`src/pdp8_config.svh`:
```
`ifndef PDP8_CONFIG_SVH
`define PDP8_CONFIG_SVH

// Instruction and panel register width
`define PDP8_WORD_BITS 12

// 1 builds the EAE paths (F2A/F2B, EAE0/EAE1), 0 leaves E1 going straight to E2
`define PDP8_HAS_EAE 1

// EAE1 passes for MUY and DIV
`define PDP8_MULDIV_STEPS 12

`endif
```
`src/pdp8_cycle_pkg.sv`:
```
`default_nettype none

package pdp8_cycle_pkg;

    // F0 must stay at zero, the reset state
    typedef enum logic [4:0] {
        F0, FW, F1, F2, F2A, F2B, F3,       // Fetch
        D0, DW, D1, D2, D3,                 // Defer
        E0, EW, E1, E2, E3,                 // Execute
        EAE0, EAE1,                         // Extended arithmetic
        HW, H1, H2, H3                      // Panel cycle
    } major_state_t;

    // Front panel register map, byte addresses
    localparam logic [3:0] ADDR_CTRL   = 4'h0;
    localparam logic [3:0] ADDR_CMD    = 4'h4;   // Write only
    localparam logic [3:0] ADDR_INSTR  = 4'h8;
    localparam logic [3:0] ADDR_SC     = 4'hC;
    localparam logic [3:0] ADDR_STATUS = 4'h0;   // Read side of CTRL

    // CTRL bit positions
    localparam int CTRL_HALT   = 0;
    localparam int CTRL_SSTEP  = 1;
    localparam int CTRL_UF     = 2;
    localparam int CTRL_INDEX  = 3;
    localparam int CTRL_EAE_B  = 4;

    // CMD bit positions
    localparam int CMD_CONT    = 0;
    localparam int CMD_TRIGGER = 1;

endpackage

`default_nettype wire

```
`src/pdp8_isa_pkg.sv`:
```
`default_nettype none

package pdp8_isa_pkg;

    typedef enum logic [2:0] {
        OP_AND = 3'd0,
        OP_TAD = 3'd1,
        OP_ISZ = 3'd2,
        OP_DCA = 3'd3,
        OP_JMS = 3'd4,
        OP_JMP = 3'd5,
        OP_IOT = 3'd6,
        OP_OPR = 3'd7
    } opcode_t;

    // Memory reference layout, opcodes 0 to 5
    typedef struct packed {
        opcode_t    opcode;
        logic       indirect;
        logic       cur_page;   // Page bit, current page vs page zero
        logic [6:0] offset;
    } mem_ref_t;

    // Operate layout, group bit picks group 1 or groups 2/3
    typedef struct packed {
        opcode_t    opcode;
        logic       group;
        logic [7:0] micro;
    } operate_t;

    typedef union packed {
        mem_ref_t mem;
        operate_t opr;
    } instr_word_t;

    // Instructions the control section recognises by full word
    localparam logic [11:0] ION = 12'o6001;
    localparam logic [11:0] IOF = 12'o6002;
    localparam logic [11:0] HLT = 12'o7402;
    localparam logic [11:0] MUY = 12'o7405;
    localparam logic [11:0] DIV = 12'o7407;

endpackage

`default_nettype wire

```
`src/pdp8_cpu_ctl.sv`:
```
`default_nettype none
`include "pdp8_config.svh"

module pdp8_cpu_ctl
    import pdp8_isa_pkg::*;
    import pdp8_cycle_pkg::*;
(
    input  wire logic                       clk,
    input  wire logic                       reset,
    input  wire logic                       psel,
    input  wire logic                       penable,
    input  wire logic                       pwrite,
    input  wire logic [3:0]                 paddr,
    input  wire logic [`PDP8_WORD_BITS-1:0] pwdata,
    input  wire logic                       int_req,
    output logic      [`PDP8_WORD_BITS-1:0] prdata,
    output logic                            pready,
    output major_state_t                    state,
    output logic                            int_in_prog
);

    logic        halt;
    logic        single_step;
    logic        uf;
    logic        index;
    logic        eae_mode;
    logic        cont;
    logic        trigger;
    logic        int_ena;
    logic        int_inh;
    logic        eae_loop;
    logic [4:0]  sc_value;
    instr_word_t instruction;

    front_panel_apb i_front_panel_apb (
        .clk, .reset, .psel, .penable, .pwrite, .paddr, .pwdata,
        .state, .int_in_prog, .int_ena, .prdata, .pready,
        .halt, .single_step, .uf, .index, .eae_mode,
        .instruction, .sc_value, .cont, .trigger
    );

    interrupt_ctrl i_interrupt_ctrl (
        .clk, .reset, .state, .instruction, .int_req, .int_ena, .int_inh
    );

    eae_step_counter i_eae_step_counter (
        .clk, .reset, .state, .instruction, .sc_value, .eae_loop
    );

    major_state_seq i_major_state_seq (
        .clk, .reset, .halt, .single_step, .cont, .trigger, .int_req,
        .int_ena, .int_inh, .uf, .instruction, .eae_mode, .eae_loop,
        .index, .state, .int_in_prog
    );

endmodule

`default_nettype wire

```
`src/major_state_seq.sv`:
```
`default_nettype none
`include "pdp8_config.svh"

module major_state_seq
    import pdp8_isa_pkg::*;
    import pdp8_cycle_pkg::*;
(
    input  wire logic        clk,
    input  wire logic        reset,
    input  wire logic        halt,
    input  wire logic        single_step,
    input  wire logic        cont,
    input  wire logic        trigger,
    input  wire logic        int_req,
    input  wire logic        int_ena,
    input  wire logic        int_inh,
    input  wire logic        uf,
    input  wire instr_word_t instruction,
    input  wire logic        eae_mode,
    input  wire logic        eae_loop,
    input  wire logic        index,
    output major_state_t     state,
    output logic             int_in_prog
);

    localparam bit HAS_EAE = (`PDP8_HAS_EAE != 0);

    logic       halt_ff;
    logic       eae_done;     // EAE1 finished, F3 completes the instruction
    logic       int_take;
    logic       is_opr3;
    logic       is_hlt;
    logic       eae_op;
    logic       muldiv;
    logic       f2a_eae;
    logic       f2b_eae;
    logic       f2b_defer;
    logic [3:0] low;
    logic [4:0] eae_key;

    assign low     = instruction.opr.micro[3:0];
    assign eae_key = {instruction.opr.micro[5], low};

    // Group 3 operate words carry bit 0 set
    assign is_opr3 = instruction.opr.opcode == OP_OPR && instruction.opr.group
                     && instruction.opr.micro[0];
    assign is_hlt  = instruction.opr.opcode == OP_OPR && instruction.opr.group
                     && instruction.opr.micro[1:0] == 2'b10;

    // NOP and SWBA take the plain fetch path
    assign eae_op  = HAS_EAE && is_opr3 && eae_key != 5'b00001 && eae_key != 5'b10111;
    assign muldiv  = HAS_EAE && (instruction == MUY || instruction == DIV);

    // IOF in the panel register blocks the interrupt for the ION/IOF pair
    assign int_take = int_req && int_ena && !int_inh && instruction != IOF;

    always_comb begin
        f2a_eae   = low inside {4'b1001, 4'b1011, 4'b1101, 4'b1111};
        f2b_eae   = (!instruction.opr.micro[5] && low inside {4'b1011, 4'b1101, 4'b1111})
                    || instruction.opr.micro == 8'b0000_1001;     // NMI
        f2b_defer = (!instruction.opr.micro[5] && low inside {4'b0101, 4'b0111})
                    || (instruction.opr.micro[5] && low inside {4'b0011, 4'b0101});
    end

    always_ff @(posedge clk) begin
        if (reset) begin
            state       <= F0;
            halt_ff     <= 1'b1;
            int_in_prog <= 1'b0;
            eae_done    <= 1'b0;
        end else begin
            case (state)
                F0: begin
                    eae_done <= 1'b0;
                    if (cont) begin
                        state       <= FW;
                        int_in_prog <= 1'b0;
                    end else if (halt_ff) begin
                        if (trigger)
                            state <= HW;
                    end else if (int_take) begin
                        state       <= E0;          // Interrupt uses the JMS to 0 execute path
                        int_in_prog <= 1'b1;
                    end else begin
                        state       <= FW;
                        int_in_prog <= 1'b0;
                    end
                end
                FW: state <= F1;
                F1: begin
                    halt_ff <= 1'b0;
                    if (eae_op)
                        state <= eae_mode ? F2B : F2A;
                    else
                        state <= F2;
                end
                F2:  state <= F3;
                F2A: state <= f2a_eae ? EAE0 : F3;   // MUY/DIV fetch the operand via E0
                F2B: begin
                    if (f2b_eae)
                        state <= EAE0;
                    else if (f2b_defer)
                        state <= D0;
                    else
                        state <= F3;
                end
                F3: begin
                    if (is_hlt) begin
                        halt_ff <= !uf || halt;     // HLT traps in user mode
                        state   <= F0;
                    end else if (muldiv && !eae_done) begin
                        state <= E0;
                    end else if (instruction.mem.opcode inside {OP_IOT, OP_OPR}) begin
                        halt_ff <= halt;
                        state   <= F0;
                    end else if (instruction.mem.indirect) begin
                        state <= D0;
                    end else if (instruction.mem.opcode == OP_JMP) begin
                        halt_ff <= halt;
                        state   <= F0;
                    end else begin
                        state <= E0;                // JMS and the data references
                    end
                end
                D0: state <= (!single_step || cont) ? DW : D0;
                DW: state <= index ? D1 : D3;       // Auto-index adds D1, D2
                D1: state <= D2;
                D2: state <= D3;
                D3: begin
                    if (instruction.mem.opcode == OP_JMP) begin
                        halt_ff <= halt;
                        state   <= F0;
                    end else begin
                        state <= E0;
                    end
                end
                E0: state <= (!single_step || cont) ? EW : E0;
                EW: state <= E1;
                E1: state <= muldiv ? EAE0 : E2;
                E2: state <= E3;
                E3: begin
                    halt_ff <= halt;
                    state   <= F0;
                end
                EAE0: state <= EAE1;
                EAE1: begin
                    if (!eae_loop) begin
                        state    <= F3;
                        eae_done <= 1'b1;
                    end
                end
                HW: state <= H1;
                H1: state <= H2;
                H2: state <= H3;
                H3: state <= F0;
                default: state <= F0;
            endcase
        end
    end

    a_state_legal: assert property (
        @(posedge clk) disable iff (reset)
        $unsigned(state) <= $unsigned(H3)
    );

    a_int_flag_at_f0: assert property (
        @(posedge clk) disable iff (reset)
        (int_in_prog != $past(int_in_prog)) |-> ($past(state) == F0 && state != F0)
    );

endmodule

`default_nettype wire

```
`src/eae_step_counter.sv`:
```
`default_nettype none
`include "pdp8_config.svh"

module eae_step_counter
    import pdp8_isa_pkg::*;
    import pdp8_cycle_pkg::*;
(
    input  wire logic         clk,
    input  wire logic         reset,
    input  wire major_state_t state,
    input  wire instr_word_t  instruction,
    input  wire logic [4:0]   sc_value,
    output logic              eae_loop
);

    logic [4:0] count;

    always_ff @(posedge clk) begin
        if (reset) begin
            count <= '0;
        end else if (state == EAE0) begin
            if (instruction == MUY || instruction == DIV)
                count <= 5'(`PDP8_MULDIV_STEPS);   // Fixed length for multiply/divide
            else
                count <= sc_value;                 // Shifts use the panel step count
        end else if (state == EAE1 && count != 5'd0) begin
            count <= count - 5'd1;
        end
    end

    // Stay in EAE1 while steps remain, so EAE1 lasts count+1 cycles
    assign eae_loop = (count != 5'd0);

    a_count_only_in_eae1: assert property (
        @(posedge clk) disable iff (reset)
        (state != EAE1) |=> (count >= $past(count))
    );

endmodule

`default_nettype wire

```
`src/interrupt_ctrl.sv`:
```
`default_nettype none

module interrupt_ctrl
    import pdp8_isa_pkg::*;
    import pdp8_cycle_pkg::*;
(
    input  wire logic         clk,
    input  wire logic         reset,
    input  wire major_state_t state,
    input  wire instr_word_t  instruction,
    input  wire logic         int_req,
    output logic              int_ena,
    output logic              int_inh
);

    logic f0_req;   // Request seen while in F0

    // IOT decode happens in F3, where the sequencer finishes with the word
    always_ff @(posedge clk) begin
        if (reset) begin
            int_ena <= 1'b0;
            int_inh <= 1'b0;
            f0_req  <= 1'b0;
        end else begin
            f0_req <= (state == F0) && int_req;

            if (state == F3) begin
                if (instruction == ION) begin
                    int_ena <= 1'b1;
                    int_inh <= 1'b1;               // Hold off for one instruction
                end else begin
                    int_inh <= 1'b0;
                    if (instruction == IOF)
                        int_ena <= 1'b0;
                end
            end else if (state == E0 && f0_req) begin
                // F0 only goes to E0 when the interrupt is taken
                int_ena <= 1'b0;
            end
        end
    end

endmodule

`default_nettype wire

```
`src/front_panel_apb.sv`:
```
`default_nettype none
`include "pdp8_config.svh"

module front_panel_apb
    import pdp8_isa_pkg::*;
    import pdp8_cycle_pkg::*;
(
    input  wire logic                       clk,
    input  wire logic                       reset,
    input  wire logic                       psel,
    input  wire logic                       penable,
    input  wire logic                       pwrite,
    input  wire logic [3:0]                 paddr,
    input  wire logic [`PDP8_WORD_BITS-1:0] pwdata,
    input  wire major_state_t               state,
    input  wire logic                       int_in_prog,
    input  wire logic                       int_ena,
    output logic      [`PDP8_WORD_BITS-1:0] prdata,
    output logic                            pready,
    output logic                            halt,
    output logic                            single_step,
    output logic                            uf,
    output logic                            index,
    output logic                            eae_mode,
    output instr_word_t                     instruction,
    output logic      [4:0]                 sc_value,
    output logic                            cont,
    output logic                            trigger
);

    localparam int W = `PDP8_WORD_BITS;

    logic             wr_access;
    logic             rd_setup;
    logic [W-1:0]     rd_mux;

    assign pready    = 1'b1;                        // No wait states
    assign wr_access = psel && penable && pwrite;
    assign rd_setup  = psel && !penable && !pwrite; // Sample read data one cycle early

    always_comb begin
        case (paddr)
            ADDR_STATUS: rd_mux = W'({int_ena, int_in_prog, state});
            ADDR_INSTR:  rd_mux = instruction;
            ADDR_SC:     rd_mux = W'(sc_value);
            default:     rd_mux = '0;              // CMD reads as zero
        endcase
    end

    always_ff @(posedge clk) begin
        if (reset) begin
            halt        <= 1'b0;
            single_step <= 1'b0;
            uf          <= 1'b0;
            index       <= 1'b0;
            eae_mode    <= 1'b0;
            instruction <= '0;
            sc_value    <= '0;
            cont        <= 1'b0;
            trigger     <= 1'b0;
            prdata      <= '0;
        end else begin
            // Pulses last one cycle only
            cont    <= wr_access && paddr == ADDR_CMD && pwdata[CMD_CONT];
            trigger <= wr_access && paddr == ADDR_CMD && pwdata[CMD_TRIGGER];

            if (wr_access) begin
                case (paddr)
                    ADDR_CTRL: begin
                        halt        <= pwdata[CTRL_HALT];
                        single_step <= pwdata[CTRL_SSTEP];
                        uf          <= pwdata[CTRL_UF];
                        index       <= pwdata[CTRL_INDEX];
                        eae_mode    <= pwdata[CTRL_EAE_B];
                    end
                    ADDR_INSTR: instruction <= pwdata;
                    ADDR_SC:    sc_value    <= pwdata[4:0];
                    default:    ;
                endcase
            end

            if (rd_setup)
                prdata <= rd_mux;
        end
    end

    // A CMD write needs setup plus access, so pulses can never run together
    a_cmd_pulse_single: assert property (
        @(posedge clk) disable iff (reset)
        (cont || trigger) |=> !(cont || trigger)
    );

endmodule

`default_nettype wire

```
`config.mk`:
```
export PLATFORM = sky130hd
export DESIGN_NAME = pdp8_cpu_ctl
export DESIGN_NICKNAME = d
export VERILOG_FILES = /design/src/pdp8_cycle_pkg.sv /design/src/pdp8_isa_pkg.sv /design/src/pdp8_cpu_ctl.sv /design/src/major_state_seq.sv /design/src/eae_step_counter.sv /design/src/interrupt_ctrl.sv /design/src/front_panel_apb.sv
export VERILOG_INCLUDE_DIRS = /design/src /design/src/src
export SDC_FILE = /design/constraint.sdc
export NUM_CORES = 1
export LEC_CHECK = 0
export BUFFER_PORTS_ARGS = -buffer_cell sky130_fd_sc_hd__buf_4
export CAP_MARGIN = 10
export CORE_MARGIN = 4
export CORE_UTILIZATION = 55
export CTS_BUF_LIST = sky130_fd_sc_hd__clkbuf_4
export CTS_CLUSTER_SIZE = 14
export DETAILED_ROUTE_END_ITERATION = 8
export MAX_ROUTING_LAYER = met4
export PLACE_DENSITY = 0.74
export SYNTH_ARGS = -nofsm -noshare
export SYNTH_HDL_FRONTEND = slang
export SYNTH_SLANG_ARGS = --single-unit
```
`constraint.sdc`:
```
create_clock -name clk -period 4.9 [get_ports clk]
set_input_delay 0.735 -clock clk [delete_from_list [all_inputs] [get_ports clk]]
set_output_delay 0.735 -clock clk [all_outputs]
set_load 0.1 [all_outputs]
```
==> flow_summary.ini, run 1 <==
[global_routing]
grt_max_degree = 50
overflow = 0
grt_first_pass_wirelength_mm = 12.5
grt_use_total_pct = 25.6
antenna_found_initial = 0
grt_pass1_vias = 2390

[clocking]
numCtsBuffers = 5
cts.sinks = 52
cts.clk_slew.worst_paths_ns = 0.18
clk_latency_ns = 0.39
tritoncts = built
root_buffer = clkbuf_4
clockBufferDepth = 2
cts_hold_buffers = 0
ctsResizeCount = 0
htreeDepth = 2
post_cts_buffers = 0

[final_layout]
layout_common_cells = nor2_1, dfxtp_1, buf_4
synthToLayoutAreaGrowth_pct = 11.8
final_layout_size_suffix_gt1_share_pct = 18.2
final_common_cell = nor2_1
design_area_sq_mm = 0.00318
instances_no_fill = 436
fin_nets = 392
antenna_cells = 0

[pwr]
p_sw_mw = 0.393
p_leak_nw = 1.12
vdd_drop_max_v = 0.000150
intPower_mw = 0.596
pwr-share-clk_pct = 21.7
combPwrFrac_pct = 28.6
finalPower_mw = 0.989
pwr_density_cell_mw_per_mm2 = 311
swShare_pct = 39.7
pwr-share-seq_pct = 49.7

[logic_synthesis]
synthMuxAreaShare_pct = 10.4
yosys_warnings = 0
synth_top_family_by_area = simple AND/OR/NAND/NOR gates
synth_top_area_share_pct = 36.6
syn-cell-area_sq_mm = 0.00285
synth_area_leaders = dfxtp_1, mux2i_1, nor2_1
synth_compound_area_share_pct = 16.4
synth_adder_area_share_pct = 0.879
synth-edff-count = 0
syn-instance-count = 344
syn_nets = 368
synth-simple-area-share_pct = 29.8
synth-xor-area-share_pct = 1.23
synth_top_area_cell = dfxtp_1
ys_seq_area_share_pct = 36.6
post_synth_num_cell_types = 61
async_flop_share_pct = 0
ys_ff_latch = 52
ys.flop_type = dfxtp_1
avgSynthCellArea_sq_um = 8.28

[worst_setup_path]
crit_fanout = 22
endpoint_kind = flop
slowest_stage = or4_4
cp.required_ns = 5.21
cp_top_family = simple AND/OR/NAND/NOR gates
r2r_slack_ns = 2.43
path_common_cell = nor2_1
worstPathCellList = nor2_1, nand3_1, or4_4, nand3_2, nor2_1, a211o_1
slowest_delay_ns = 0.62
crit_path_start_kind = flop
worst-setup-path-type = reg -> reg
cp.buffers_inverters = 0
arrival_ns = 2.77

[die]
rows = 25
core-area_sq_mm = 0.00488
start_util_pct = 58.4
ios = 41
die_area_sq_mm = 0.00639
die_w_microns = 80.0
fp.dieH_microns = 80.0

[route]
wl_per_cell_microns = 17.4
vias_per_cell = 6.19
vias = 2697
drcViolationCount = 0
drtPass1Iterations = 5
drtAntennaViolNets = 0
finalWirelength_mm = 7.58
drtIter0Drc = 291

[timing]
finalSetupViolCount = 0
hold_viol = 0
final.period_utilization_pct = 50.3
fin_crit_ns = 2.47
maxSlewViolCount = 0
setup_tns_ns = 0
skew_ns = 0.0155
holdWs_ns = 0.479
rsz0062_at_grt = no
worst_pin_slew_ns = 1.09
fmax_ghz = 0.406
maxSlewHeadroom_pct = 26.4

[placed_design]
postPlaceCellArea_sq_mm = 0.00312
port_buffers = 39
dp_hpwl_mm = 5.57
place_congestion = 0.945
numPlacedInstances = 428

[outcome]
outcome = finished, final reports clean

[run]
maxCapViolations = 0

[worst_hold_path]
min_path_type = reg -> reg
[logic make-up (layout without fill, tap and decap cells)]
group | Yosys count | after routing
simple gates | 162 | 162
compound gates | 66 | 66
flops | 52 | 52
mux | 29 | 29
buf+inv | 28 | 53
xor+xnor | 4 | 4
fa+ha+maj | 2 | 2
other cells | 1 | 1
[worst min-delay path: cells and delay by family (launching register included)]
| kind | cells | cell delay [ns] |
|---|---|---|
| flip-flops | 1 | 0.35 |
| AND/OR/NAND/NOR | 1 | 0.06 |
| AO/OA/AOI/OAI | 1 | 0.05 |
[sequential cells by signal, indices dropped and copies added, names as in the netlist]
register and flops:
i_front_panel_apb.prdata 12, i_eae_step_counter.count 5, i_front_panel_apb.trigger 1, i_front_panel_apb.halt 1, i_front_panel_apb.index 1, i_front_panel_apb.single_step 1, i_front_panel_apb.uf 1, i_front_panel_apb.instruction 12
i_major_state_seq.eae_done 1, i_front_panel_apb.cont 1, i_interrupt_ctrl.f0_req 1, i_major_state_seq.int_in_prog 1, i_major_state_seq.halt_ff 1, i_front_panel_apb.eae_mode 1, i_major_state_seq.state 5, i_interrupt_ctrl.int_inh 1
i_front_panel_apb.sc_value 5, i_interrupt_ctrl.int_ena 1
[power by group through the flow]
stage | registers, mW | clock network (mW) | logic (mW)
finish | 0.492 | 0.214 | 0.283
floorplan | 0.531 | 0 | 0.177
global placement | 0.500 | 0 | 0.277
detailed placement | 0.500 | 0 | 0.279
global route | 0.497 | 0.238 | 0.304
CTS | 0.490 | 0.218 | 0.281
[metrics by stage]
step           utilization (%)  worst slack (ns)
2_1_floorplan                -              2.27
3_3_place_gp              63.9              2.28
3_5_place_dp              63.9              2.26
4_1_cts                   65.2              2.47
5_1_grt                   65.2              2.14
6_report                  65.2              2.43
[Yosys cell counts, drive strengths merged (5+ instances only)]
| master | count |
|---|---|
| nor3 | 16 |
| a22oi | 6 |
| nand2b | 7 |
| o21ai | 12 |
| nand3 | 10 |
| mux2 | 5 |
| nor4 | 5 |
| a21oi | 14 |
| a221oi | 7 |
| nor2 | 59 |
| dfxtp | 52 |
| mux2i | 24 |
| nor2b | 7 |
| clkbuf | 18 |
| or3 | 6 |
| buf | 5 |
| inv | 5 |
| nand2 | 18 |
[metal layers]
| metal | up-vias | global-route usage, % | wire length, microns | share of wire [%] |
|---|---|---|---|---|
| met5 | - | - | 0 | 0 |
| met1 | 1276 | 36.7 | 3470 | 46 |
| met4 | 0 | 6.08 | 96 | 1.3 |
| li1 | 1299 | - | - | - |
| met3 | 10 | 4.40 | 506 | 6.7 |
| met2 | 112 | 37.7 | 3500 | 46 |
[final cells by class]
class                   count  area (sq um)
clock buffers               5          37.5
clock inverters             3          26.3
fillers                   474          1700
inverters                   5          18.8
multi-input cells         264          1680
flip-flops and latches     52          1040
well taps                  67          83.8
repair buffers             40           300
[path summary, 6_finish.rpt]
check                                           startpoint                   endpoint  cells after the start
worst max-delay path            i_major_state_seq.state[0]  i_major_state_seq.halt_ff                      6
worst min-delay path              i_interrupt_ctrl.int_inh   i_interrupt_ctrl.int_inh                      2
worst max register to register  i_major_state_seq.state[0]  i_major_state_seq.halt_ff                      6
worst min register to register    i_interrupt_ctrl.int_inh   i_interrupt_ctrl.int_inh                      2
Note: power is estimated with default switching activity, not from simulation.
==> run 2: changes to the inputs <==
clock period = 2.35 ns   (was 4.9 ns; I/O delays follow)
==> flow_summary.ini, run 2 (synthesis results as in run 1) <==
[outcome]
outcome = finished, final reports clean

[route]
vias = 2776
wl_per_cell_microns = 17.0
drtPass1Iterations = 5
drtIter0Drc = 269
drtAntennaViolNets = 0
vias_per_cell = 6.16
finalWirelength_mm = 7.68
drcViolationCount = 0

[timing]
fmax_ghz = 0.441
setup_tns_ns = 0
final.period_utilization_pct = 96.5
fin_crit_ns = 2.27
rsz0062_at_grt = no
maxSlewViolCount = 0
skew_ns = 0.00707
worst_pin_slew_ns = 0.624
maxSlewHeadroom_pct = 58.0
hold_viol = 0
finalSetupViolCount = 0

[worst_setup_path]
crit_fanout = 5
reg2reg_depth = 6
endpoint_kind = flop
cp.buffers_inverters = 0
worstPathCellList = or4_4, or3_4, or4_4, nand3_2, nor2_1, a211o_1
arrival_ns = 2.55
worst-setup-path-type = reg -> reg
slowest_stage = or4_4
slowest_delay_ns = 0.54
path_common_cell = or4_4
r2r_start = i_front_panel_apb.instruction[4]
cp-startpoint = i_front_panel_apb.instruction[4]
crit_path_start_kind = flop
worstSetupPathDepth = 6
cp_top_family = simple AND/OR/NAND/NOR gates
cp.required_ns = 2.63

[global_routing]
grt_first_pass_wirelength_mm = 12.7
antenna_found_initial = 0
grt_busiest_layer = met2
gr-usage-met2_pct = 40.4
grt_use_met1_pct = 34.7
overflow = 0
grt_use_total_pct = 26.1
grt_max_degree = 50
grt_pass1_vias = 2634
use_met3_pct = 4.51

[clocking]
numCtsBuffers = 5
cts.clk_slew.worst_paths_ns = 0.15
post_cts_buffers = 0
cts_hold_buffers = 0
tritoncts = built
cts.sinks = 52
clk_latency_ns = 0.37
clockBufferDepth = 2
ctsResizeCount = 0
htreeDepth = 2
root_buffer = clkbuf_4

[die]
core-area_sq_mm = 0.00488
start_util_pct = 58.4
ios = 41
die_w_microns = 80.0
rows = 25
fp.dieH_microns = 80.0
die_area_sq_mm = 0.00639

[placed_design]
port_buffers = 39
dp_hpwl_mm = 5.77
numPlacedInstances = 443
place_congestion = 0.987
postPlaceCellArea_sq_mm = 0.00324

[final_layout]
final_layout_size_suffix_gt1_share_pct = 21.9
fin_nets = 407
layout_common_cells = nor2_1, buf_4, dfxtp_1
synthToLayoutAreaGrowth_pct = 15.6
antenna_cells = 0
fin_util_pct = 67.4
largestRegisters = i_front_panel_apb.instruction x12, i_front_panel_apb.prdata x12
design_area_sq_mm = 0.00329
instances_no_fill = 451
final_common_cell = nor2_1

[pwr]
p_sw_mw = 0.797
pwr_density_cell_mw_per_mm2 = 630
pwr-share-seq_pct = 47.4
p_leak_nw = 1.20
swShare_pct = 38.5
intPower_mw = 1.28
vdd_drop_max_v = 0.000359
combPwrFrac_pct = 32.8
pwr-share-clk_pct = 19.7

[worst_hold_path]
min_path_type = in -> reg
worstHoldPathCells = 3
hold_start = pwdata[7]

[run]
maxCapViolations = 0
run 2: final timing paths:
kind / to / slack (ns)
worst max-delay path: i_major_state_seq.halt_ff / 0.08
worst min-delay path: i_front_panel_apb.instruction[7] / 0.21
worst max register to register: i_major_state_seq.halt_ff / 0.08
worst min register to register: i_interrupt_ctrl.int_inh / 0.47
run 2: through the flow:
step | setup slack (ns) | power (mW) | hold WS, ns
after global placement | 0.0963 | 1.66 | 0.444
final | 0.0815 | 2.07 | 0.212
after floorplan | 0.00237 | 1.48 | 0.432
after global routing | 0.00461 | 2.18 | 0.195
after detailed placement | 0.0759 | 1.67 | 0.456
after CTS | 0.0566 | 2.07 | 0.201
run 2: area by class of cell:
type	instances	area [sq um]
clock buffer	5	37.5
fill	460	1590
clock inverter	3	17.5
sequential	52	1040
tap	67	83.8
multi-input combinational	264	1680
inverter	5	18.8
timing repair buffer	55	413
run 2: tightest hold or removal path, delay by kind of cell:
kind,cells,cell delay [ns]
buf+inv,1,0.08
mux,1,0.05
simple gates,1,0.07
run 2: metal layers:
metal	vias up	share of wire, %
met2	132	46
li1	1321	-
met3	21	6.7
met4	0	1.9
met1	1302	45
met5	-	0
run 2: power by group through the flow:
stage / Sequential, mW / Clock (mW) / Combinational, mW
2_1_floorplan: 1.11 / 0 / 0.369
3_3_place_gp: 1.00 / 0 / 0.660
3_5_place_dp: 1.00 / 0 / 0.665
4_1_cts: 0.981 / 0.419 / 0.667
5_1_grt: 0.992 / 0.461 / 0.725
6_report: 0.983 / 0.409 / 0.680
==> run 3: changes to the inputs <==
RECOVER_POWER = 25   (was not set)
==> flow_summary.ini, run 3 (synthesis results as in run 1) <==
[clocking]
numCtsBuffers = 5
ctsResizeCount = 0
htreeDepth = 2
clk_latency_ns = 0.37
root_buffer = clkbuf_4
cts_hold_buffers = 0
post_cts_buffers = 0
clockBufferDepth = 2
cts.clk_slew.worst_paths_ns = 0.15
tritoncts = built
cts.sinks = 52

[pwr]
pwr-share-clk_pct = 19.8
pwr-share-seq_pct = 47.6
swShare_pct = 38.6
p_sw_mw = 0.796
p_leak_nw = 1.17
intPower_mw = 1.27
pwr_density_cell_mw_per_mm2 = 634
vdd_drop_max_v = 0.000361
combPwrFrac_pct = 32.7

[route]
drtPass1Iterations = 5
drcViolationCount = 0
finalWirelength_mm = 7.72
drtIter0Drc = 288
drtAntennaViolNets = 0
vias = 2780
vias_per_cell = 6.16
wl_per_cell_microns = 17.1

[global_routing]
grt_first_pass_wirelength_mm = 12.7
antenna_found_initial = 0
grt_use_total_pct = 26.1
grt_pass1_vias = 2634
grt_max_degree = 50
overflow = 0

[timing]
maxSlewHeadroom_pct = 22.4
maxSlewViolCount = 0
hold_viol = 0
fmax_ghz = 0.439
rsz0062_at_grt = no
skew_ns = 0.00482
fin_crit_ns = 2.28
setup_tns_ns = 0
final.period_utilization_pct = 96.9
finalSetupViolCount = 0
worst_pin_slew_ns = 1.17

[worst_setup_path]
r2r_start = i_front_panel_apb.instruction[4]
worst-setup-path-type = reg -> reg
crit_path_start_kind = flop
endpoint_kind = flop
r2r_slack_ns = 0.07
crit_fanout = 5
arrival_ns = 2.55
reg2reg_to = i_major_state_seq.halt_ff
reg2reg_depth = 6
cp.required_ns = 2.63

[worst_hold_path]
worstHoldPathCells = 3
min_path_type = in -> reg
hold_start = pwdata[7]
min_to = i_front_panel_apb.instruction[7]

[placed_design]
place_congestion = 0.987
dp_hpwl_mm = 5.77
port_buffers = 39

[die]
fp.dieH_microns = 80.0
ios = 41
die_w_microns = 80.0
start_util_pct = 58.4
die_area_sq_mm = 0.00639
core-area_sq_mm = 0.00488
rows = 25

[final_layout]
final_layout_size_suffix_gt1_share_pct = 19.8
largestRegisters = i_front_panel_apb.instruction x12, i_front_panel_apb.prdata x12
layout_common_cells = nor2_1, dfxtp_1, buf_4
final_common_cell = nor2_1
antenna_cells = 0
synthToLayoutAreaGrowth_pct = 14.4
fin_nets = 407
fin_util_pct = 66.8

[run]
maxCapViolations = 0

[outcome]
outcome = finished, final reports clean
==> run 3: power groups by stage <==
stage	logic [mW]	registers [mW]	clock network, mW
after floorplan	0.369	1.11	0
after global placement	0.660	1.00	0
after detailed placement	0.665	1.00	0
after CTS	0.667	0.981	0.419
after global routing	0.718	0.992	0.461
final	0.674	0.983	0.408
==> run 3: per-stage QoR <==
| step | hold slack (ns) | instances | area (sq um) | total power, mW | setup slack [ns] |
|---|---|---|---|---|---|
| after global placement | 0.444 | 443 | 3240 | 1.66 | 0.0963 |
| after global routing | 0.195 | 451 | 3260 | 2.17 | 0.00236 |
| after floorplan | 0.432 | 344 | 2850 | 1.48 | 0.00237 |
| final | 0.211 | 451 | 3260 | 2.07 | 0.0739 |
| after detailed placement | 0.456 | 443 | 3240 | 1.67 | 0.0759 |
| after CTS | 0.201 | 451 | 3290 | 2.07 | 0.0566 |
==> run 3: layout make-up <==
class	instances	area, sq um
flip-flops and latches	52	1040
inverters	5	18.8
multi-input cells	264	1680
clock inverters	3	17.5
well taps	67	83.8
fillers	470	1620
clock buffers	5	37.5
repair buffers	55	380
==> run 3: worst max-delay path: stages (launching register included) <==
cell,delay (ns)
dfxtp_1,0.35
or4_4,0.54
or3_4,0.42
or4_4,0.51
nand3_2,0.07
nor2_1,0.04
a211o_1,0.26
==> run 3: how the worst max path moves through the flow <==
stage                                           from                          end  slack [ns]  cells after the start
finish              i_front_panel_apb.instruction[4]    i_major_state_seq.halt_ff        0.07                      6
global route        i_front_panel_apb.instruction[4]    i_major_state_seq.halt_ff       0.002                      6
CTS                 i_front_panel_apb.instruction[4]    i_major_state_seq.halt_ff        0.06                      6
detailed placement  i_front_panel_apb.instruction[4]    i_major_state_seq.halt_ff        0.08                      6
global placement    i_front_panel_apb.instruction[4]    i_major_state_seq.halt_ff         0.1                      6
floorplan                 i_major_state_seq.state[4]  i_eae_step_counter.count[4]       0.002                      6
==> run 3: metal layers <==
layer	vias to the layer above	wire length [microns]	global-route usage [%]	part of all wire, %
li1	1322	-	-	-
met1	1297	3430	34.7	44
met2	144	3570	40.4	46
met3	17	583	4.51	7.6
met4	0	136	8.45	1.8
met5	-	0	-	0
